File: src/source/rv32_isa_pkg.sv
package rv32_isa_pkg;

    // ======================================================================
    // Field widths
    // ======================================================================
    localparam int INST_WIDTH    = 32;
    localparam int REG_IDX_WIDTH = 5;
    localparam int OPC_WIDTH     = 5;   // Major opcode, bits 6 to 2
    localparam int FUNC3_WIDTH   = 3;
    localparam int FUNC7_WIDTH   = 7;

    typedef logic [INST_WIDTH-1:0]    inst_t;
    typedef logic [REG_IDX_WIDTH-1:0] reg_idx_t;
    typedef logic [INST_WIDTH-1:0]    imm_t;     // Sign extended to full word
    typedef logic [OPC_WIDTH-1:0]     opcode_t;
    typedef logic [FUNC3_WIDTH-1:0]   func3_t;   // Bits 14 to 12
    typedef logic [FUNC7_WIDTH-1:0]   func7_t;   // Bits 31 to 25

    // ======================================================================
    // Major opcodes
    // ======================================================================
    // Loads and stores
    localparam opcode_t OPC_LOAD   = 5'b00000;
    localparam opcode_t OPC_STORE  = 5'b01000;

    // Arithmetic, immediate and register forms
    localparam opcode_t OPC_OP_IMM = 5'b00100;
    localparam opcode_t OPC_OP     = 5'b01100;   // Also carries RV32M

    // Upper immediates
    localparam opcode_t OPC_AUIPC  = 5'b00101;
    localparam opcode_t OPC_LUI    = 5'b01101;

    // Control transfer
    localparam opcode_t OPC_BRANCH = 5'b11000;
    localparam opcode_t OPC_JALR   = 5'b11001;
    localparam opcode_t OPC_JAL    = 5'b11011;

    // Bits 1 to 0 of every 32-bit encoding
    localparam logic [1:0] OPC_LOW_BITS = 2'b11;

endpackage
File: src/source/decd_out_pkg.sv
package decd_out_pkg;

    // ======================================================================
    // Execution unit select
    // ======================================================================
    localparam int SEL_WIDTH = 5;

    typedef logic [SEL_WIDTH-1:0] sel_t;   // One-hot, or zero

    localparam sel_t SEL_NONE = 5'b00000;   // Unsupported encoding
    localparam sel_t SEL_ALU  = 5'b00001;
    localparam sel_t SEL_BJU  = 5'b00010;   // Branch and jump unit
    localparam sel_t SEL_LSU  = 5'b00100;
    localparam sel_t SEL_MUL  = 5'b01000;
    localparam sel_t SEL_DIV  = 5'b10000;

    // ======================================================================
    // Function codes
    // ======================================================================
    localparam int FUNC_WIDTH = 6;

    typedef logic [FUNC_WIDTH-1:0] func_t;

    localparam func_t FUNC_NONE   = 6'd0;

    // ALU
    localparam func_t FUNC_ADD    = 6'd1;
    localparam func_t FUNC_SUB    = 6'd2;
    localparam func_t FUNC_SLT    = 6'd3;
    localparam func_t FUNC_LTU    = 6'd4;
    localparam func_t FUNC_SLL    = 6'd5;
    localparam func_t FUNC_SRL    = 6'd6;
    localparam func_t FUNC_SRA    = 6'd7;
    localparam func_t FUNC_AND    = 6'd8;
    localparam func_t FUNC_OR     = 6'd9;
    localparam func_t FUNC_XOR    = 6'd10;

    // BJU
    localparam func_t FUNC_AUIPC  = 6'd11;
    localparam func_t FUNC_JAL    = 6'd12;
    localparam func_t FUNC_JALR   = 6'd13;
    localparam func_t FUNC_BEQ    = 6'd14;
    localparam func_t FUNC_BNE    = 6'd15;
    localparam func_t FUNC_BLT    = 6'd16;
    localparam func_t FUNC_BGE    = 6'd17;
    localparam func_t FUNC_BLTU   = 6'd18;
    localparam func_t FUNC_BGEU   = 6'd19;

    // LSU
    localparam func_t FUNC_LB     = 6'd20;
    localparam func_t FUNC_LH     = 6'd21;
    localparam func_t FUNC_LW     = 6'd22;
    localparam func_t FUNC_LBU    = 6'd23;
    localparam func_t FUNC_LHU    = 6'd24;
    localparam func_t FUNC_SB     = 6'd25;
    localparam func_t FUNC_SH     = 6'd26;
    localparam func_t FUNC_SW     = 6'd27;

    // MUL and DIV
    localparam func_t FUNC_MULT   = 6'd28;
    localparam func_t FUNC_MULH   = 6'd29;
    localparam func_t FUNC_MULHSU = 6'd30;
    localparam func_t FUNC_MULHU  = 6'd31;
    localparam func_t FUNC_DIVS   = 6'd32;
    localparam func_t FUNC_DIVU   = 6'd33;
    localparam func_t FUNC_REMS   = 6'd34;
    localparam func_t FUNC_REMU   = 6'd35;

    // ======================================================================
    // Decode results
    // ======================================================================
    typedef struct packed {
        sel_t  sel;
        func_t func;
        logic  rd_vld;      // Writes a destination register
    } decd_ctrl_t;

    typedef struct packed {
        logic                   rs1_vld;
        rv32_isa_pkg::reg_idx_t rs1;
        logic                   rs2_vld;
        logic                   imm1_vld;
        rv32_isa_pkg::imm_t     imm1;       // ALU immediate
        logic                   imm2_vld;
        rv32_isa_pkg::imm_t     imm2;       // BJU and LSU offset
    } decd_opnd_t;

    typedef struct packed {
        decd_ctrl_t ctrl;
        decd_opnd_t opnd;
    } decd_result_t;

endpackage

File: src/source/decd_func_decoder.sv
module decd_func_decoder (
    input  rv32_isa_pkg::inst_t      inst,
    output decd_out_pkg::decd_ctrl_t ctrl
);

    import rv32_isa_pkg::*;
    import decd_out_pkg::*;

    func7_t  func7;
    func3_t  func3;
    opcode_t opcode;
    logic    opc_ok;

    assign func7  = inst[31:25];
    assign func3  = inst[14:12];
    assign opcode = inst[6:2];
    assign opc_ok = (inst[1:0] == OPC_LOW_BITS);   // Compressed forms not supported

    // Key layout is {func7, func3, opcode}
    // func7[5] is inst bit 30, func7[0] is inst bit 25
    always_comb
    begin
        ctrl = '{SEL_NONE, FUNC_NONE, 1'b0};
        if (opc_ok)
        begin
            casez ({func7, func3, opcode})
                // ==========================================================
                // ALU, register forms
                // ==========================================================
                {7'b?0????0, 3'b000, OPC_OP}:     ctrl = '{SEL_ALU, FUNC_ADD, 1'b1};
                {7'b?1????0, 3'b000, OPC_OP}:     ctrl = '{SEL_ALU, FUNC_SUB, 1'b1};
                {7'b??????0, 3'b001, OPC_OP}:     ctrl = '{SEL_ALU, FUNC_SLL, 1'b1};
                {7'b??????0, 3'b010, OPC_OP}:     ctrl = '{SEL_ALU, FUNC_SLT, 1'b1};
                {7'b??????0, 3'b011, OPC_OP}:     ctrl = '{SEL_ALU, FUNC_LTU, 1'b1};
                {7'b??????0, 3'b100, OPC_OP}:     ctrl = '{SEL_ALU, FUNC_XOR, 1'b1};
                {7'b?0????0, 3'b101, OPC_OP}:     ctrl = '{SEL_ALU, FUNC_SRL, 1'b1};
                {7'b?1????0, 3'b101, OPC_OP}:     ctrl = '{SEL_ALU, FUNC_SRA, 1'b1};
                {7'b??????0, 3'b110, OPC_OP}:     ctrl = '{SEL_ALU, FUNC_OR, 1'b1};
                {7'b??????0, 3'b111, OPC_OP}:     ctrl = '{SEL_ALU, FUNC_AND, 1'b1};

                // Immediate forms, func7 is immediate data except for shifts
                {7'b???????, 3'b000, OPC_OP_IMM}: ctrl = '{SEL_ALU, FUNC_ADD, 1'b1};
                {7'b???????, 3'b001, OPC_OP_IMM}: ctrl = '{SEL_ALU, FUNC_SLL, 1'b1};
                {7'b???????, 3'b010, OPC_OP_IMM}: ctrl = '{SEL_ALU, FUNC_SLT, 1'b1};
                {7'b???????, 3'b011, OPC_OP_IMM}: ctrl = '{SEL_ALU, FUNC_LTU, 1'b1};
                {7'b???????, 3'b100, OPC_OP_IMM}: ctrl = '{SEL_ALU, FUNC_XOR, 1'b1};
                {7'b?0?????, 3'b101, OPC_OP_IMM}: ctrl = '{SEL_ALU, FUNC_SRL, 1'b1};
                {7'b?1?????, 3'b101, OPC_OP_IMM}: ctrl = '{SEL_ALU, FUNC_SRA, 1'b1};
                {7'b???????, 3'b110, OPC_OP_IMM}: ctrl = '{SEL_ALU, FUNC_OR, 1'b1};
                {7'b???????, 3'b111, OPC_OP_IMM}: ctrl = '{SEL_ALU, FUNC_AND, 1'b1};

                // LUI is an add of the U immediate to zero
                {7'b???????, 3'b???, OPC_LUI}:    ctrl = '{SEL_ALU, FUNC_ADD, 1'b1};

                // ==========================================================
                // BJU
                // ==========================================================
                {7'b???????, 3'b???, OPC_AUIPC}:  ctrl = '{SEL_BJU, FUNC_AUIPC, 1'b1};
                {7'b???????, 3'b???, OPC_JAL}:    ctrl = '{SEL_BJU, FUNC_JAL, 1'b1};
                {7'b???????, 3'b???, OPC_JALR}:   ctrl = '{SEL_BJU, FUNC_JALR, 1'b1};

                // Branches never write rd
                {7'b???????, 3'b000, OPC_BRANCH}: ctrl = '{SEL_BJU, FUNC_BEQ, 1'b0};
                {7'b???????, 3'b001, OPC_BRANCH}: ctrl = '{SEL_BJU, FUNC_BNE, 1'b0};
                {7'b???????, 3'b100, OPC_BRANCH}: ctrl = '{SEL_BJU, FUNC_BLT, 1'b0};
                {7'b???????, 3'b101, OPC_BRANCH}: ctrl = '{SEL_BJU, FUNC_BGE, 1'b0};
                {7'b???????, 3'b110, OPC_BRANCH}: ctrl = '{SEL_BJU, FUNC_BLTU, 1'b0};
                {7'b???????, 3'b111, OPC_BRANCH}: ctrl = '{SEL_BJU, FUNC_BGEU, 1'b0};

                // ==========================================================
                // LSU
                // ==========================================================
                {7'b???????, 3'b000, OPC_LOAD}:   ctrl = '{SEL_LSU, FUNC_LB, 1'b1};
                {7'b???????, 3'b001, OPC_LOAD}:   ctrl = '{SEL_LSU, FUNC_LH, 1'b1};
                {7'b???????, 3'b010, OPC_LOAD}:   ctrl = '{SEL_LSU, FUNC_LW, 1'b1};
                {7'b???????, 3'b100, OPC_LOAD}:   ctrl = '{SEL_LSU, FUNC_LBU, 1'b1};
                {7'b???????, 3'b101, OPC_LOAD}:   ctrl = '{SEL_LSU, FUNC_LHU, 1'b1};

                {7'b???????, 3'b000, OPC_STORE}:  ctrl = '{SEL_LSU, FUNC_SB, 1'b0};
                {7'b???????, 3'b001, OPC_STORE}:  ctrl = '{SEL_LSU, FUNC_SH, 1'b0};
                {7'b???????, 3'b010, OPC_STORE}:  ctrl = '{SEL_LSU, FUNC_SW, 1'b0};

                // ==========================================================
                // MUL and DIV, bit 25 set with bit 30 clear
                // ==========================================================
                {7'b?0????1, 3'b000, OPC_OP}:     ctrl = '{SEL_MUL, FUNC_MULT, 1'b1};
                {7'b?0????1, 3'b001, OPC_OP}:     ctrl = '{SEL_MUL, FUNC_MULH, 1'b1};
                {7'b?0????1, 3'b010, OPC_OP}:     ctrl = '{SEL_MUL, FUNC_MULHSU, 1'b1};
                {7'b?0????1, 3'b011, OPC_OP}:     ctrl = '{SEL_MUL, FUNC_MULHU, 1'b1};

                {7'b?0????1, 3'b100, OPC_OP}:     ctrl = '{SEL_DIV, FUNC_DIVS, 1'b1};
                {7'b?0????1, 3'b101, OPC_OP}:     ctrl = '{SEL_DIV, FUNC_DIVU, 1'b1};
                {7'b?0????1, 3'b110, OPC_OP}:     ctrl = '{SEL_DIV, FUNC_REMS, 1'b1};
                {7'b?0????1, 3'b111, OPC_OP}:     ctrl = '{SEL_DIV, FUNC_REMU, 1'b1};

                // Anything else is left as no unit, no write
                default:                          ctrl = '{SEL_NONE, FUNC_NONE, 1'b0};
            endcase
        end
    end

    // At most one execution unit across the whole table
    a_sel_onehot0: assert final ($isunknown(inst) || $onehot0(ctrl.sel))
        else $error("decd_func_decoder: select 0x%0h is not one-hot", ctrl.sel);

endmodule

File: src/source/decd_operand_gen.sv
module decd_operand_gen (
    input  rv32_isa_pkg::inst_t      inst,
    output decd_out_pkg::decd_opnd_t opnd
);

    import rv32_isa_pkg::*;

    opcode_t  opcode;
    reg_idx_t rs1_field;
    logic     rs1_vld;
    reg_idx_t rs1;
    logic     rs2_vld;

    imm_t     itype_imm;
    imm_t     stype_imm;
    imm_t     btype_imm;
    imm_t     utype_imm;
    imm_t     jtype_imm;

    logic     imm1_vld;
    imm_t     imm1;
    logic     imm2_vld;
    imm_t     imm2;

    assign opcode    = inst[6:2];
    assign rs1_field = inst[19:15];

    // ======================================================================
    // Register indices
    // ======================================================================
    assign rs1_vld = (opcode != OPC_AUIPC) && (opcode != OPC_JAL);
    assign rs1     = (opcode == OPC_LUI) ? '0 : rs1_field;   // LUI adds to x0
    assign rs2_vld = (opcode == OPC_OP)
                  || (opcode == OPC_STORE)
                  || (opcode == OPC_BRANCH);

    // ======================================================================
    // Immediate formats
    // ======================================================================
    assign itype_imm = {{21{inst[31]}}, inst[30:20]};
    assign stype_imm = {{21{inst[31]}}, inst[30:25], inst[11:7]};
    assign btype_imm = {{20{inst[31]}}, inst[7], inst[30:25], inst[11:8], 1'b0};
    assign utype_imm = {inst[31:12], 12'b0};
    assign jtype_imm = {{12{inst[31]}}, inst[19:12], inst[20], inst[30:21], 1'b0};

    // Operand immediate for the ALU
    always_comb
    begin
        imm1_vld = 1'b0;
        imm1     = '0;
        case (opcode)
            OPC_OP_IMM:
            begin
                imm1_vld = 1'b1;
                imm1     = itype_imm;
            end
            OPC_LUI:
            begin
                imm1_vld = 1'b1;
                imm1     = utype_imm;
            end
            default:
            begin
                imm1_vld = 1'b0;
                imm1     = '0;
            end
        endcase
    end

    // Address offset for BJU and LSU
    always_comb
    begin
        imm2_vld = 1'b1;
        case (opcode)
            OPC_LOAD,
            OPC_JALR:   imm2 = itype_imm;
            OPC_STORE:  imm2 = stype_imm;
            OPC_BRANCH: imm2 = btype_imm;
            OPC_AUIPC:  imm2 = utype_imm;
            OPC_JAL:    imm2 = jtype_imm;
            default:
            begin
                imm2_vld = 1'b0;
                imm2     = '0;
            end
        endcase
    end

    assign opnd = '{rs1_vld, rs1, rs2_vld, imm1_vld, imm1, imm2_vld, imm2};

    // ALU and offset immediates come from disjoint opcode sets
    a_imm_excl: assert final (!(opnd.imm1_vld && opnd.imm2_vld))
        else $error("decd_operand_gen: both immediates valid, opcode 0x%0h", opcode);

endmodule

File: src/source/decd_stage.sv
module decd_stage (
    input  logic                       cpuclk,
    input  logic                       arst_n,
    input  rv32_isa_pkg::inst_t        inst,
    input  logic                       inst_vld,
    output logic                       decd_vld,
    output decd_out_pkg::decd_result_t decd
);

    import decd_out_pkg::*;

    decd_ctrl_t   ctrl;
    decd_opnd_t   opnd;
    decd_result_t decd_nxt;

    // ======================================================================
    // Combinational decode
    // ======================================================================
    decd_func_decoder u_func_decoder
    (
        .inst (inst),
        .ctrl (ctrl)
    );

    decd_operand_gen u_operand_gen
    (
        .inst (inst),
        .opnd (opnd)
    );

    assign decd_nxt = '{ctrl: ctrl, opnd: opnd};

    // ======================================================================
    // Output register
    // ======================================================================
    always_ff @(posedge cpuclk or negedge arst_n)
    begin
        if (!arst_n)
        begin
            decd_vld <= 1'b0;
        end
        else
        begin
            decd_vld <= inst_vld;   // One cycle behind the strobe
        end
    end

    // Result only moves on a valid instruction, holds otherwise
    always_ff @(posedge cpuclk or negedge arst_n)
    begin
        if (!arst_n)
        begin
            decd <= '0;
        end
        else if (inst_vld)
        begin
            decd <= decd_nxt;
        end
    end

    // Downstream stages sample decd_vld every cycle
    a_vld_known: assert property (
        @(posedge cpuclk) disable iff (!arst_n)
        !$isunknown(decd_vld)
    ) else $error("decd_stage: decd_vld unknown after reset");

endmodule

File: config.mk
export PLATFORM = sky130hd
export DESIGN_NAME = decd_stage
export DESIGN_NICKNAME = d
export VERILOG_FILES = /design/src/source/rv32_isa_pkg.sv /design/src/source/decd_out_pkg.sv /design/src/source/decd_func_decoder.sv /design/src/source/decd_operand_gen.sv /design/src/source/decd_stage.sv
export SDC_FILE = /design/constraint.sdc
export NUM_CORES = 1
export LEC_CHECK = 0
export BUFFER_PORTS_ARGS = -buffer_cell sky130_fd_sc_hd__buf_2
export CORE_UTILIZATION = 45
export CTS_CLUSTER_DIAMETER = 30
export DETAILED_ROUTE_END_ITERATION = 8
export PLACE_DENSITY = 0.8
export SYNTH_ARGS = -nofsm -noshare
export SYNTH_HDL_FRONTEND = slang
export SYNTH_HIERARCHICAL = 1
export SYNTH_SLANG_ARGS = --single-unit
File: constraint.sdc
create_clock -name cpuclk -period 1.33 [get_ports cpuclk]
set_input_delay 0.0665 -clock cpuclk [delete_from_list [all_inputs] [get_ports cpuclk]]
set_output_delay 0.0665 -clock cpuclk [all_outputs]
set_load 0.01 [all_outputs]
==> results of run 1 <==
-- sequential cells by signal, indices dropped and copies added, names as in the netlist --
signal / count
decd: 85
decd_vld: 1
-- worst max path at each step --
stage	from	endpoint
after CTS	inst[6]	decd[6]$_DFFE_PN0P_
final	inst[4]	decd[75]$_DFFE_PN0P_
after floorplan	inst[2]	decd[75]$_DFFE_PN0P_
after global placement	inst[5]	decd[74]$_DFFE_PN0P_
after global routing	inst[4]	decd[75]$_DFFE_PN0P_
after detailed placement	inst[5]	decd[74]$_DFFE_PN0P_
-- cells by family after synthesis --
family	share of synthesized area [%]
AOI/OAI and AO/OA	14.83
and+or+nand+nor	13.63
muxes	20.46
DFF	44.99
buffers and inverters	5.911
xor gates and xnor gates	0.1831
-- through the flow --
step | std cells | worst slack (ns) | cell area [µm²]
3_5_place_dp | 688 | -0.4223 | 5917
5_1_grt | 708 | 0.002010 | 6177
3_3_place_gp | 688 | -0.4015 | 5917
2_1_floorplan | 400 | -0.02350 | 4798
6_report | 708 | 0.05500 | 6177
4_1_cts | 703 | 0.01588 | 6111
-- what timing repair did --
item,4_1_cts,5_1_grt
gates resized for setup,2,4
setup buffers,0,5
cloned,0,0
endpoints found under the setup margin,1,41
pin swaps,0,3
endpoints found under the hold margin,84,0
hold buffers,1,0
-- tightest hold or removal path, stage by stage --
cell and delay (ns):
buf_2 0.10, a21o_1 0.10, mux2_1 0.11
-- cell usage in the layout (no fill, tap or decap), drive strengths merged, types with 5 or more instances in the layout --
cell type / instances
a21o: 28
a21oi: 16
a32o: 11
and2: 18
buf: 193
clkbuf: 10
dfrtp: 86
inv: 5
mux2: 86
nand2: 9
nand3: 7
nor2: 11
nor2b: 10
o21ai: 6
-- area by class of cell --
type | count | area [µm²] | area share [%]
multi-input combinational | 272 | 2379 | 38.51
sequential | 86 | 2152 | 34.84
timing repair buffer | 194 | 1271 | 20.58
tap | 136 | 170.2 | 2.755
clock buffer | 10 | 127.6 | 2.066
clock inverter | 5 | 58.81 | 0.9520
inverter | 5 | 18.77 | 0.3038
-- power breakdown --
| group | switching [mW] | internal [mW] | leakage (nW) |
|---|---|---|---|
| registers | 0.0541 | 2.72 | 1.17 |
| clock network | 0.951 | 0.862 | 0.0888 |
| logic | 0.541 | 0.480 | 2.18 |
-- layer usage --
metal | up-vias | GRT usage [%] | wire, µm
li1 | 1796 | - | -
met1 | 1904 | 30.77 | 5408
met2 | 129 | 39.83 | 6212
met3 | 30 | 4.866 | 685
met4 | 0 | 8.954 | 334
met5 | - | 0 | 0
==> results_dict.tcl, run 1 <==
set metrics [dict create \
    seq_area_frac_synth_pct 44.99 \
    cts_tree "built" \
    crit_path_start_kind "input pin" \
    avgViaCountPerCell 5.451 \
    drtAntennaViolNets 0 \
    core-area_um2 10320 \
    grt_pass1_wl_um 20520 \
    cts.sinks 86 \
    avgSynthCellArea_um2 11.96 \
    io_pins 121 \
    path_buf_inv 2 \
    synth_cell_type_count 69 \
    hold_end "decd[49]$_DFFE_PN0P_" \
    clock_latency_ns 0.36 \
    grt_antenna_before_repair 0 \
    fp.dieArea_um2 11050 \
    synth_top_area_share_pct 44.99 \
    fp.dieH_um 105.1 \
    p_leak_nw 3.431 \
    cp.arrival_ns 1.57 \
    antennaDiodeCount 0 \
    nets 603 \
    rsz0062_at_grt "false" \
    drive_gt1_share_pct 46.15 \
    crit_path_top_delay_cell "or3_4" \
    rows 37 \
    status "completed" \
    fin_util_pct 59.84 \
    post_drt_wl_per_cell_um 17.85 \
    rrSetupSlack_ns 0.51 \
    synth_common_cells "dfrtp_1 (86), mux2_1 (50), mux2_2 (36)" \
    hold_start "inst[16]" \
    finalSetupTns_ns 0 \
    synth_cells 400 \
    slew_headroom_pct 64.60 \
    gp_congestion 0.8848 \
    syn-cell-area_um2 4783 \
    rr_worst_depth 1 \
    syn_nets 435 \
    synth_edf_count 0 \
    hold_class "input pin to flip-flop" \
    fin_skew_ns 0 \
    max_freq_mhz 784.3 \
    grt_pass1_vias 3861 \
    synth.most_common_cell "dfrtp_1" \
    ys.flop_type "dfrtp_1" \
    async_flop_share_pct 100.0 \
    vias 3859 \
    r2r_start "decd[61]$_DFFE_PN0P_" \
    synth_area_leaders "dfrtp_1 (45%), mux2_1 (12%), mux2_2 (8.5%)" \
    initialDrtViolationCount 166 \
    ir_drop_mv 0.5862 \
    drc 0 \
    yosysTopAreaCell "dfrtp_1" \
    path_clk_slew_ns 0.08 \
    numCtsBuffers 9 \
    cap_viol_max_count 0 \
    finalHoldViolCount 0 \
    cts_root_buf "clkbuf_8" \
    grt_max_degree 59 \
    worstMarginPinSlew_ns 0.5176 \
    min_period_ns 1.275 \
    ys_seq_elements 86 \
    cp_top_family "simple AND/OR/NAND/NOR gates" \
    critPathKind "input pin to flip-flop" \
    endpoint_kind "flip-flop" \
    fillCellCount 887 \
    cp_cell_sequence "buf_2 > or3_4 > buf_4 > nor2_8 > a21oi_1 > o32a_1 > a31oi_1 > mux2_2" \
    ys_warn_count 6 \
    cpPeakStageDelay_ns 0.41 \
    fp.dieW_um 105.1 \
    worstPathMaxFanout 8 \
    r2r-end "decd[61]$_DFFE_PN0P_" \
    overflow 0 \
    cp.depth 8 \
    min_path_cells 3 \
    port_buffers 120 \
    finalPower_mw 5.609 \
    track_usage_pct 23.96 \
    synthToLayoutAreaGrowth_pct 29.14 \
    finalCritPeriodShare_pct 95.86 \
    p_per_area_nw_per_um2 908.0 \
    clockBufferDepth 2 \
    drt_wl_total_um 12640 \
    final-max-slew-violation-count 0 \
    dp_hpwl_um 9318 \
    htree_num_levels 3 \
    start_util_pct 46.33 \
    required_ns 1.63 \
    fin_hold_ws_ns 0.05074 \
    setup_viol 0 \
    dr.pass1.iters 5 \
]
(Power assumes the default switching activity.)
==> run 2, diff against run 1 <==
--- a/config.mk
+++ b/config.mk
@@ -10,2 +10,3 @@
 export CTS_CLUSTER_DIAMETER = 30
+export CTS_CLUSTER_SIZE = 8
 export DETAILED_ROUTE_END_ITERATION = 8
==> constraint.sdc (replaced) <==
create_clock -name cpuclk -period 1.25 [get_ports cpuclk]
set_input_delay 0.25 -clock cpuclk [delete_from_list [all_inputs] [get_ports cpuclk]]
set_output_delay 0.25 -clock cpuclk [all_outputs]
set_load 0.01 [all_outputs]
==> run 2 against run 1 <==
Effect of this change:
- first-iteration DRC count grew 57%
- non-clock buffer count up 10
- via count is 5.0% higher
- global-route usage increased by 1.6 points
- register-to-register slack got worse by 0.06 ns
- critical path type unchanged
- combinational power increased by 25%
- sequential power rose by 6%
- clock skew is the same
- final cell count is 1.8% higher
- the flow now finishes with violations (negative setup slack)
- critical endpoint unchanged
- count of clock-buffer cells in the layout shrank 1
- wire length up 10%
==> results_dict.tcl, run 2 (synthesized netlist as in run 1, its figures left out) <==
set metrics [dict create \
    finalCritPeriodShare_pct 104.2 \
    clockBufferDepth 2 \
    clock_latency_ns 0.37 \
    final_cell_mix "buf_2 (113), dfrtp_1 (86), buf_4 (61)" \
    initialDrtViolationCount 260 \
    mostFrequentLayoutCell "buf_2" \
    grt_pass1_vias 4068 \
    crit_path_start_kind "input pin" \
    post_drt_wl_per_cell_um 19.30 \
    synthToLayoutAreaGrowth_pct 40.28 \
    start_util_pct 46.33 \
    status "finished with violations" \
    fp.dieArea_um2 11050 \
    fp.dieH_um 105.1 \
    core-area_um2 10320 \
    p_per_area_nw_per_um2 927.0 \
    gp_congestion 0.8872 \
    critPathKind "input pin to flip-flop" \
    avgViaCountPerCell 5.621 \
    place_area_um2 5951 \
    cpPeakStageDelay_ns 0.44 \
    overflow 0 \
    setup_viol 41 \
    path_buf_inv 1 \
    ir_drop_mv 0.5417 \
    grt_max_degree 44 \
    top_regs "decd: 85 flops, decd_vld: 1 flops" \
    fin_skew_ns 0 \
    finalHoldViolCount 0 \
    numCtsBuffers 9 \
    drt_wl_total_um 13910 \
    cp.arrival_ns 1.62 \
    cts_root_buf "clkbuf_8" \
    required_ns 1.56 \
    fp.dieW_um 105.1 \
    worstPathMaxFanout 6 \
    cts_tree "built" \
    dr.pass1.iters 4 \
    final_area_um2 6710 \
    fin_hold_ws_ns 0.2183 \
    dp_hpwl_um 9567 \
    cts.sinks 86 \
    final-max-slew-violation-count 0 \
    dp.cells 680 \
    hold_class "input pin to flip-flop" \
    largest_reg_flops 85 \
    drtAntennaViolNets 0 \
    setup_ws_ns -0.05267 \
    nets 613 \
    port_buffers 120 \
    rows 37 \
    drc 0 \
    htree_num_levels 3 \
    largest-register "decd" \
    rsz0062_at_grt "true" \
    violations "negative setup slack" \
    worstMarginPinSlew_ns 0.5077 \
    cp_top_family "simple AND/OR/NAND/NOR gates" \
    grt_antenna_before_repair 2 \
    endpoint_kind "flip-flop" \
    io_pins 121 \
    vias 4053 \
    track_usage_pct 25.56 \
    crit_path_top_delay_cell "or3_4" \
    grt_pass1_wl_um 21770 \
    fillCellCount 775 \
    path_clk_slew_ns 0.09 \
    rrSetupSlack_ns 0.45 \
    cap_viol_max_count 0 \
    max_freq_mhz 767.7 \
    cp_cell_sequence "buf_12 > or3_4 > nor2_8 > a21oi_1 > o32a_1 > a31oi_1 > mux2_2" \
    drive_gt1_share_pct 54.37 \
    final_cells 721 \
    finalPower_mw 6.220 \
    p_leak_nw 3.680 \
    slew_headroom_pct 65.28 \
    pre_cts_slack_ns -0.5160 \
    min_period_ns 1.303 \
]
## run 2: what timing repair did
item / CTS / global route
resized for setup: 40 / 49
setup buffers: 16 / 6
setup endpoints to repair: 65 / 69
gates cloned: 1 / 1
hold buffers: 1 / 0
pin swaps: 16 / 29
hold endpoints to repair: 86 / 0
## run 2: final timing paths
| path | from | end | cells past startpoint |
|---|---|---|---|
| min | inst[9] | decd[2]$_DFFE_PN0P_ | 3 |
| max in group asynchronous | arst_n | decd[74]$_DFFE_PN0P_ | 3 |
| min in group asynchronous | arst_n | decd[57]$_DFFE_PN0P_ | 3 |
| min reg2reg | decd[33]$_DFFE_PN0P_ | decd[33]$_DFFE_PN0P_ | 1 |
| max | inst[3] | decd[75]$_DFFE_PN0P_ | 7 |
| max reg2reg | decd[38]$_DFFE_PN0P_ | decd[38]$_DFFE_PN0P_ | 1 |
## run 2: report_power, final
| part | internal [mW] | total [mW] | switching [mW] | leakage [nW] |
|---|---|---|---|---|
| sequential | 2.90 | 2.96 | 0.0622 | 1.17 |
| combinational | 0.637 | 1.28 | 0.644 | 2.41 |
| clock | 0.914 | 1.98 | 1.07 | 0.103 |
## run 2: tightest hold or removal path, cell delays in order
cell	delay (ns)
buf_2	0.07
a22o_1	0.11
mux2_2	0.13
## run 2: per-layer routing
layer / share of wire [%] / track usage, %
met4: 2.7 / 11.37
met5: 0 / 0
met3: 6.4 / 5.739
met2: 48 / 40.40
met1: 42 / 33.55
## run 2: cell type report
cell class / count / area, µm² / area share, %
Antenna cell: 2 / 5.005 / 0.07459
Clock buffer: 9 / 123.9 / 1.846
Clock inverter: 7 / 63.81 / 0.9510
Inverter: 5 / 18.77 / 0.2797
Multi-Input combinational cell: 272 / 2645 / 39.42
Sequential cell: 86 / 2152 / 32.07
Tap cell: 136 / 170.2 / 2.536
Timing Repair Buffer: 204 / 1531 / 22.82
## run 2: per-stage QoR
stage | TNS, ns | utilization, %
after floorplan | -6.328 | -
after global placement | -34.15 | 57.64
after detailed placement | -36.54 | 57.64
after CTS | -0.4981 | 62.36
after global routing | -2.543 | 65.00
final | -0.7828 | 65.00
==> run 3, diff against run 2 <==
BUFFER_PORTS_ARGS = not set   (was -buffer_cell sky130_fd_sc_hd__buf_2)
CORE_ASPECT_RATIO = 1.2   (was not set)
DONT_BUFFER_PORTS = 1   (was not set)
MAX_ROUTING_LAYER = met4   (was not set)
PLACE_DENSITY = 0.71   (was 0.8)
==> run 3 against run 2 <==
Effect of this change:
- the flow finishes with violations (negative hold slack)
- largest power group unchanged
- final cell count is 25% lower
- first-iteration DRC count is 35% lower
- sequential share of layout area is 8.2 points higher
==> results_dict.tcl, run 3 (synthesized netlist as in run 1, its figures left out) <==
set metrics [dict create \
    slew_headroom_pct 60.60 \
    setup_viol 0 \
    p_leak_nw 2.709 \
    p_per_area_nw_per_um2 1119 \
    cp.arrival_ns 1.52 \
    cts_root_buf "clkbuf_16" \
    ir_drop_mv 0.7977 \
    rrSetupSlack_ns 0.39 \
    vias 3235 \
    violations "negative hold slack" \
    critPathKind "input pin to flip-flop" \
    fp.dieH_um 114.9 \
    min_period_ns 1.246 \
    nets 443 \
    htree_num_levels 3 \
    gp_congestion 0.8901 \
    rows 40 \
    rsz0062_at_grt "true" \
    place_area_um2 5027 \
    worstMarginPinSlew_ns 0.5894 \
    start_util_pct 47.08 \
    dp_hpwl_um 8234 \
    fin_hold_ws_ns -0.3878 \
    clock_latency_ns 0.33 \
    cts.sinks 86 \
    avgViaCountPerCell 6.013 \
    grt_pass1_wl_um 18620 \
    final_area_um2 5348 \
    grt_max_degree 87 \
    grt_pass1_vias 3218 \
    fillCellCount 887 \
    final_cell_mix "dfrtp_1 (86), mux2_1 (38), mux2_2 (34)" \
    post_drt_wl_per_cell_um 21.92 \
    hold_buffers 1 \
    fin_skew_ns 0 \
    drive_gt1_share_pct 27.91 \
    largest-register "decd" \
    synthToLayoutAreaGrowth_pct 11.80 \
    required_ns 1.52 \
    drc 0 \
    fp.dieArea_um2 11050 \
    mostFrequentLayoutCell "dfrtp_1" \
    cts_tree "built" \
    crit_path_start_kind "input pin" \
    port_buffers 0 \
    largest_reg_flops 85 \
    max_freq_mhz 802.4 \
    status "finished with violations" \
    finalCritPeriodShare_pct 99.70 \
    io_pins 121 \
    finalHoldViolCount 86 \
    top_regs "decd: 85 flops, decd_vld: 1 flops" \
    fp.dieW_um 96.12 \
    core-area_um2 10160 \
    antennaDiodeCount 0 \
    path_clk_slew_ns 0.06 \
    final-max-slew-violation-count 0 \
    fin_util_pct 52.64 \
    numCtsBuffers 9 \
    worstPathMaxFanout 19 \
    endpoint_kind "flip-flop" \
    overflow 0 \
    track_usage_pct 23.39 \
    drt_wl_total_um 11790 \
    cap_viol_max_count 0 \
    grt_antenna_before_repair 0 \
    initialDrtViolationCount 170 \
    dr.pass1.iters 4 \
    clockBufferDepth 2 \
    drtAntennaViolNets 0 \
    hold_class "input pin to async pin" \
]
==> run 3: where the power goes <==
group          leakage [nW]  switching, mW  internal [mW]  total, mW
Sequential             1.17          0.148           2.90       3.05
Combinational          1.41          0.184          0.319      0.503
Clock                 0.133          0.989           1.44       2.43
==> run 3: repair_timing <==
action | 4_1_cts | 5_1_grt
endpoints found under the hold margin | 87 | 86
buffers inserted | 0 | 1
resized for setup | 1 | 3
endpoints found under the setup margin | 1 | 18
pin swaps | 0 | 1
==> run 3: path summary, 6_finish.rpt <==
path	from	endpoint	cells past startpoint
max	inst[4]	decd[75]$_DFFE_PN0P_	6
max reg2reg	decd[20]$_DFFE_PN0P_	decd[20]$_DFFE_PN0P_	1
min reg2reg	decd[36]$_DFFE_PN0P_	decd[36]$_DFFE_PN0P_	1
min	arst_n	decd[59]$_DFFE_PN0P_	0
min in group cpuclk	inst_vld	decd[36]$_DFFE_PN0P_	1
max in group asynchronous	arst_n	decd[14]$_DFFE_PN0P_	0
==> run 3: cell type report <==
type	count	area (µm²)	share of cell area (%)
Sequential cell	86	2152	40.24
Timing Repair Buffer	34	307.8	5.756
Tap cell	126	157.7	2.948
Inverter	5	18.77	0.3510
Clock buffer	14	264.0	4.937
Clock inverter	1	5.005	0.09359
Multi-Input combinational cell	272	2442	45.67
==> run 3: routing by layer <==
layer	track usage, %	vias to the layer above	share of wire (%)
met5	-	-	0
met4	9.154	0	2.2
met3	5.225	16	6.3
met2	34.66	101	49
met1	31.00	1636	43
li1	-	1482	-
==> run 3: worst max-delay path: stages <==
cell     delay [ns]
or3_4          0.42
nor2_8         0.14
a21oi_2        0.07
o32a_1         0.31
a31oi_2        0.16
mux2_4         0.17
==> run 3: through the flow <==
step | hold slack [ns] | worst slack (ns) | power, mW | setup TNS, ns | instances
final | -0.3878 | 0.003803 | 5.984 | 0 | 538
after CTS | -0.4025 | -0.009739 | 6.059 | -0.009739 | 537
after global routing | -0.4041 | -0.02406 | 6.222 | -0.02406 | 538
after detailed placement | -0.04404 | -0.3875 | 3.590 | -11.31 | 521
after floorplan | -0.04559 | -0.2839 | 3.598 | -6.328 | 400
after global placement | -0.04396 | -0.3986 | 3.577 | -9.982 | 521
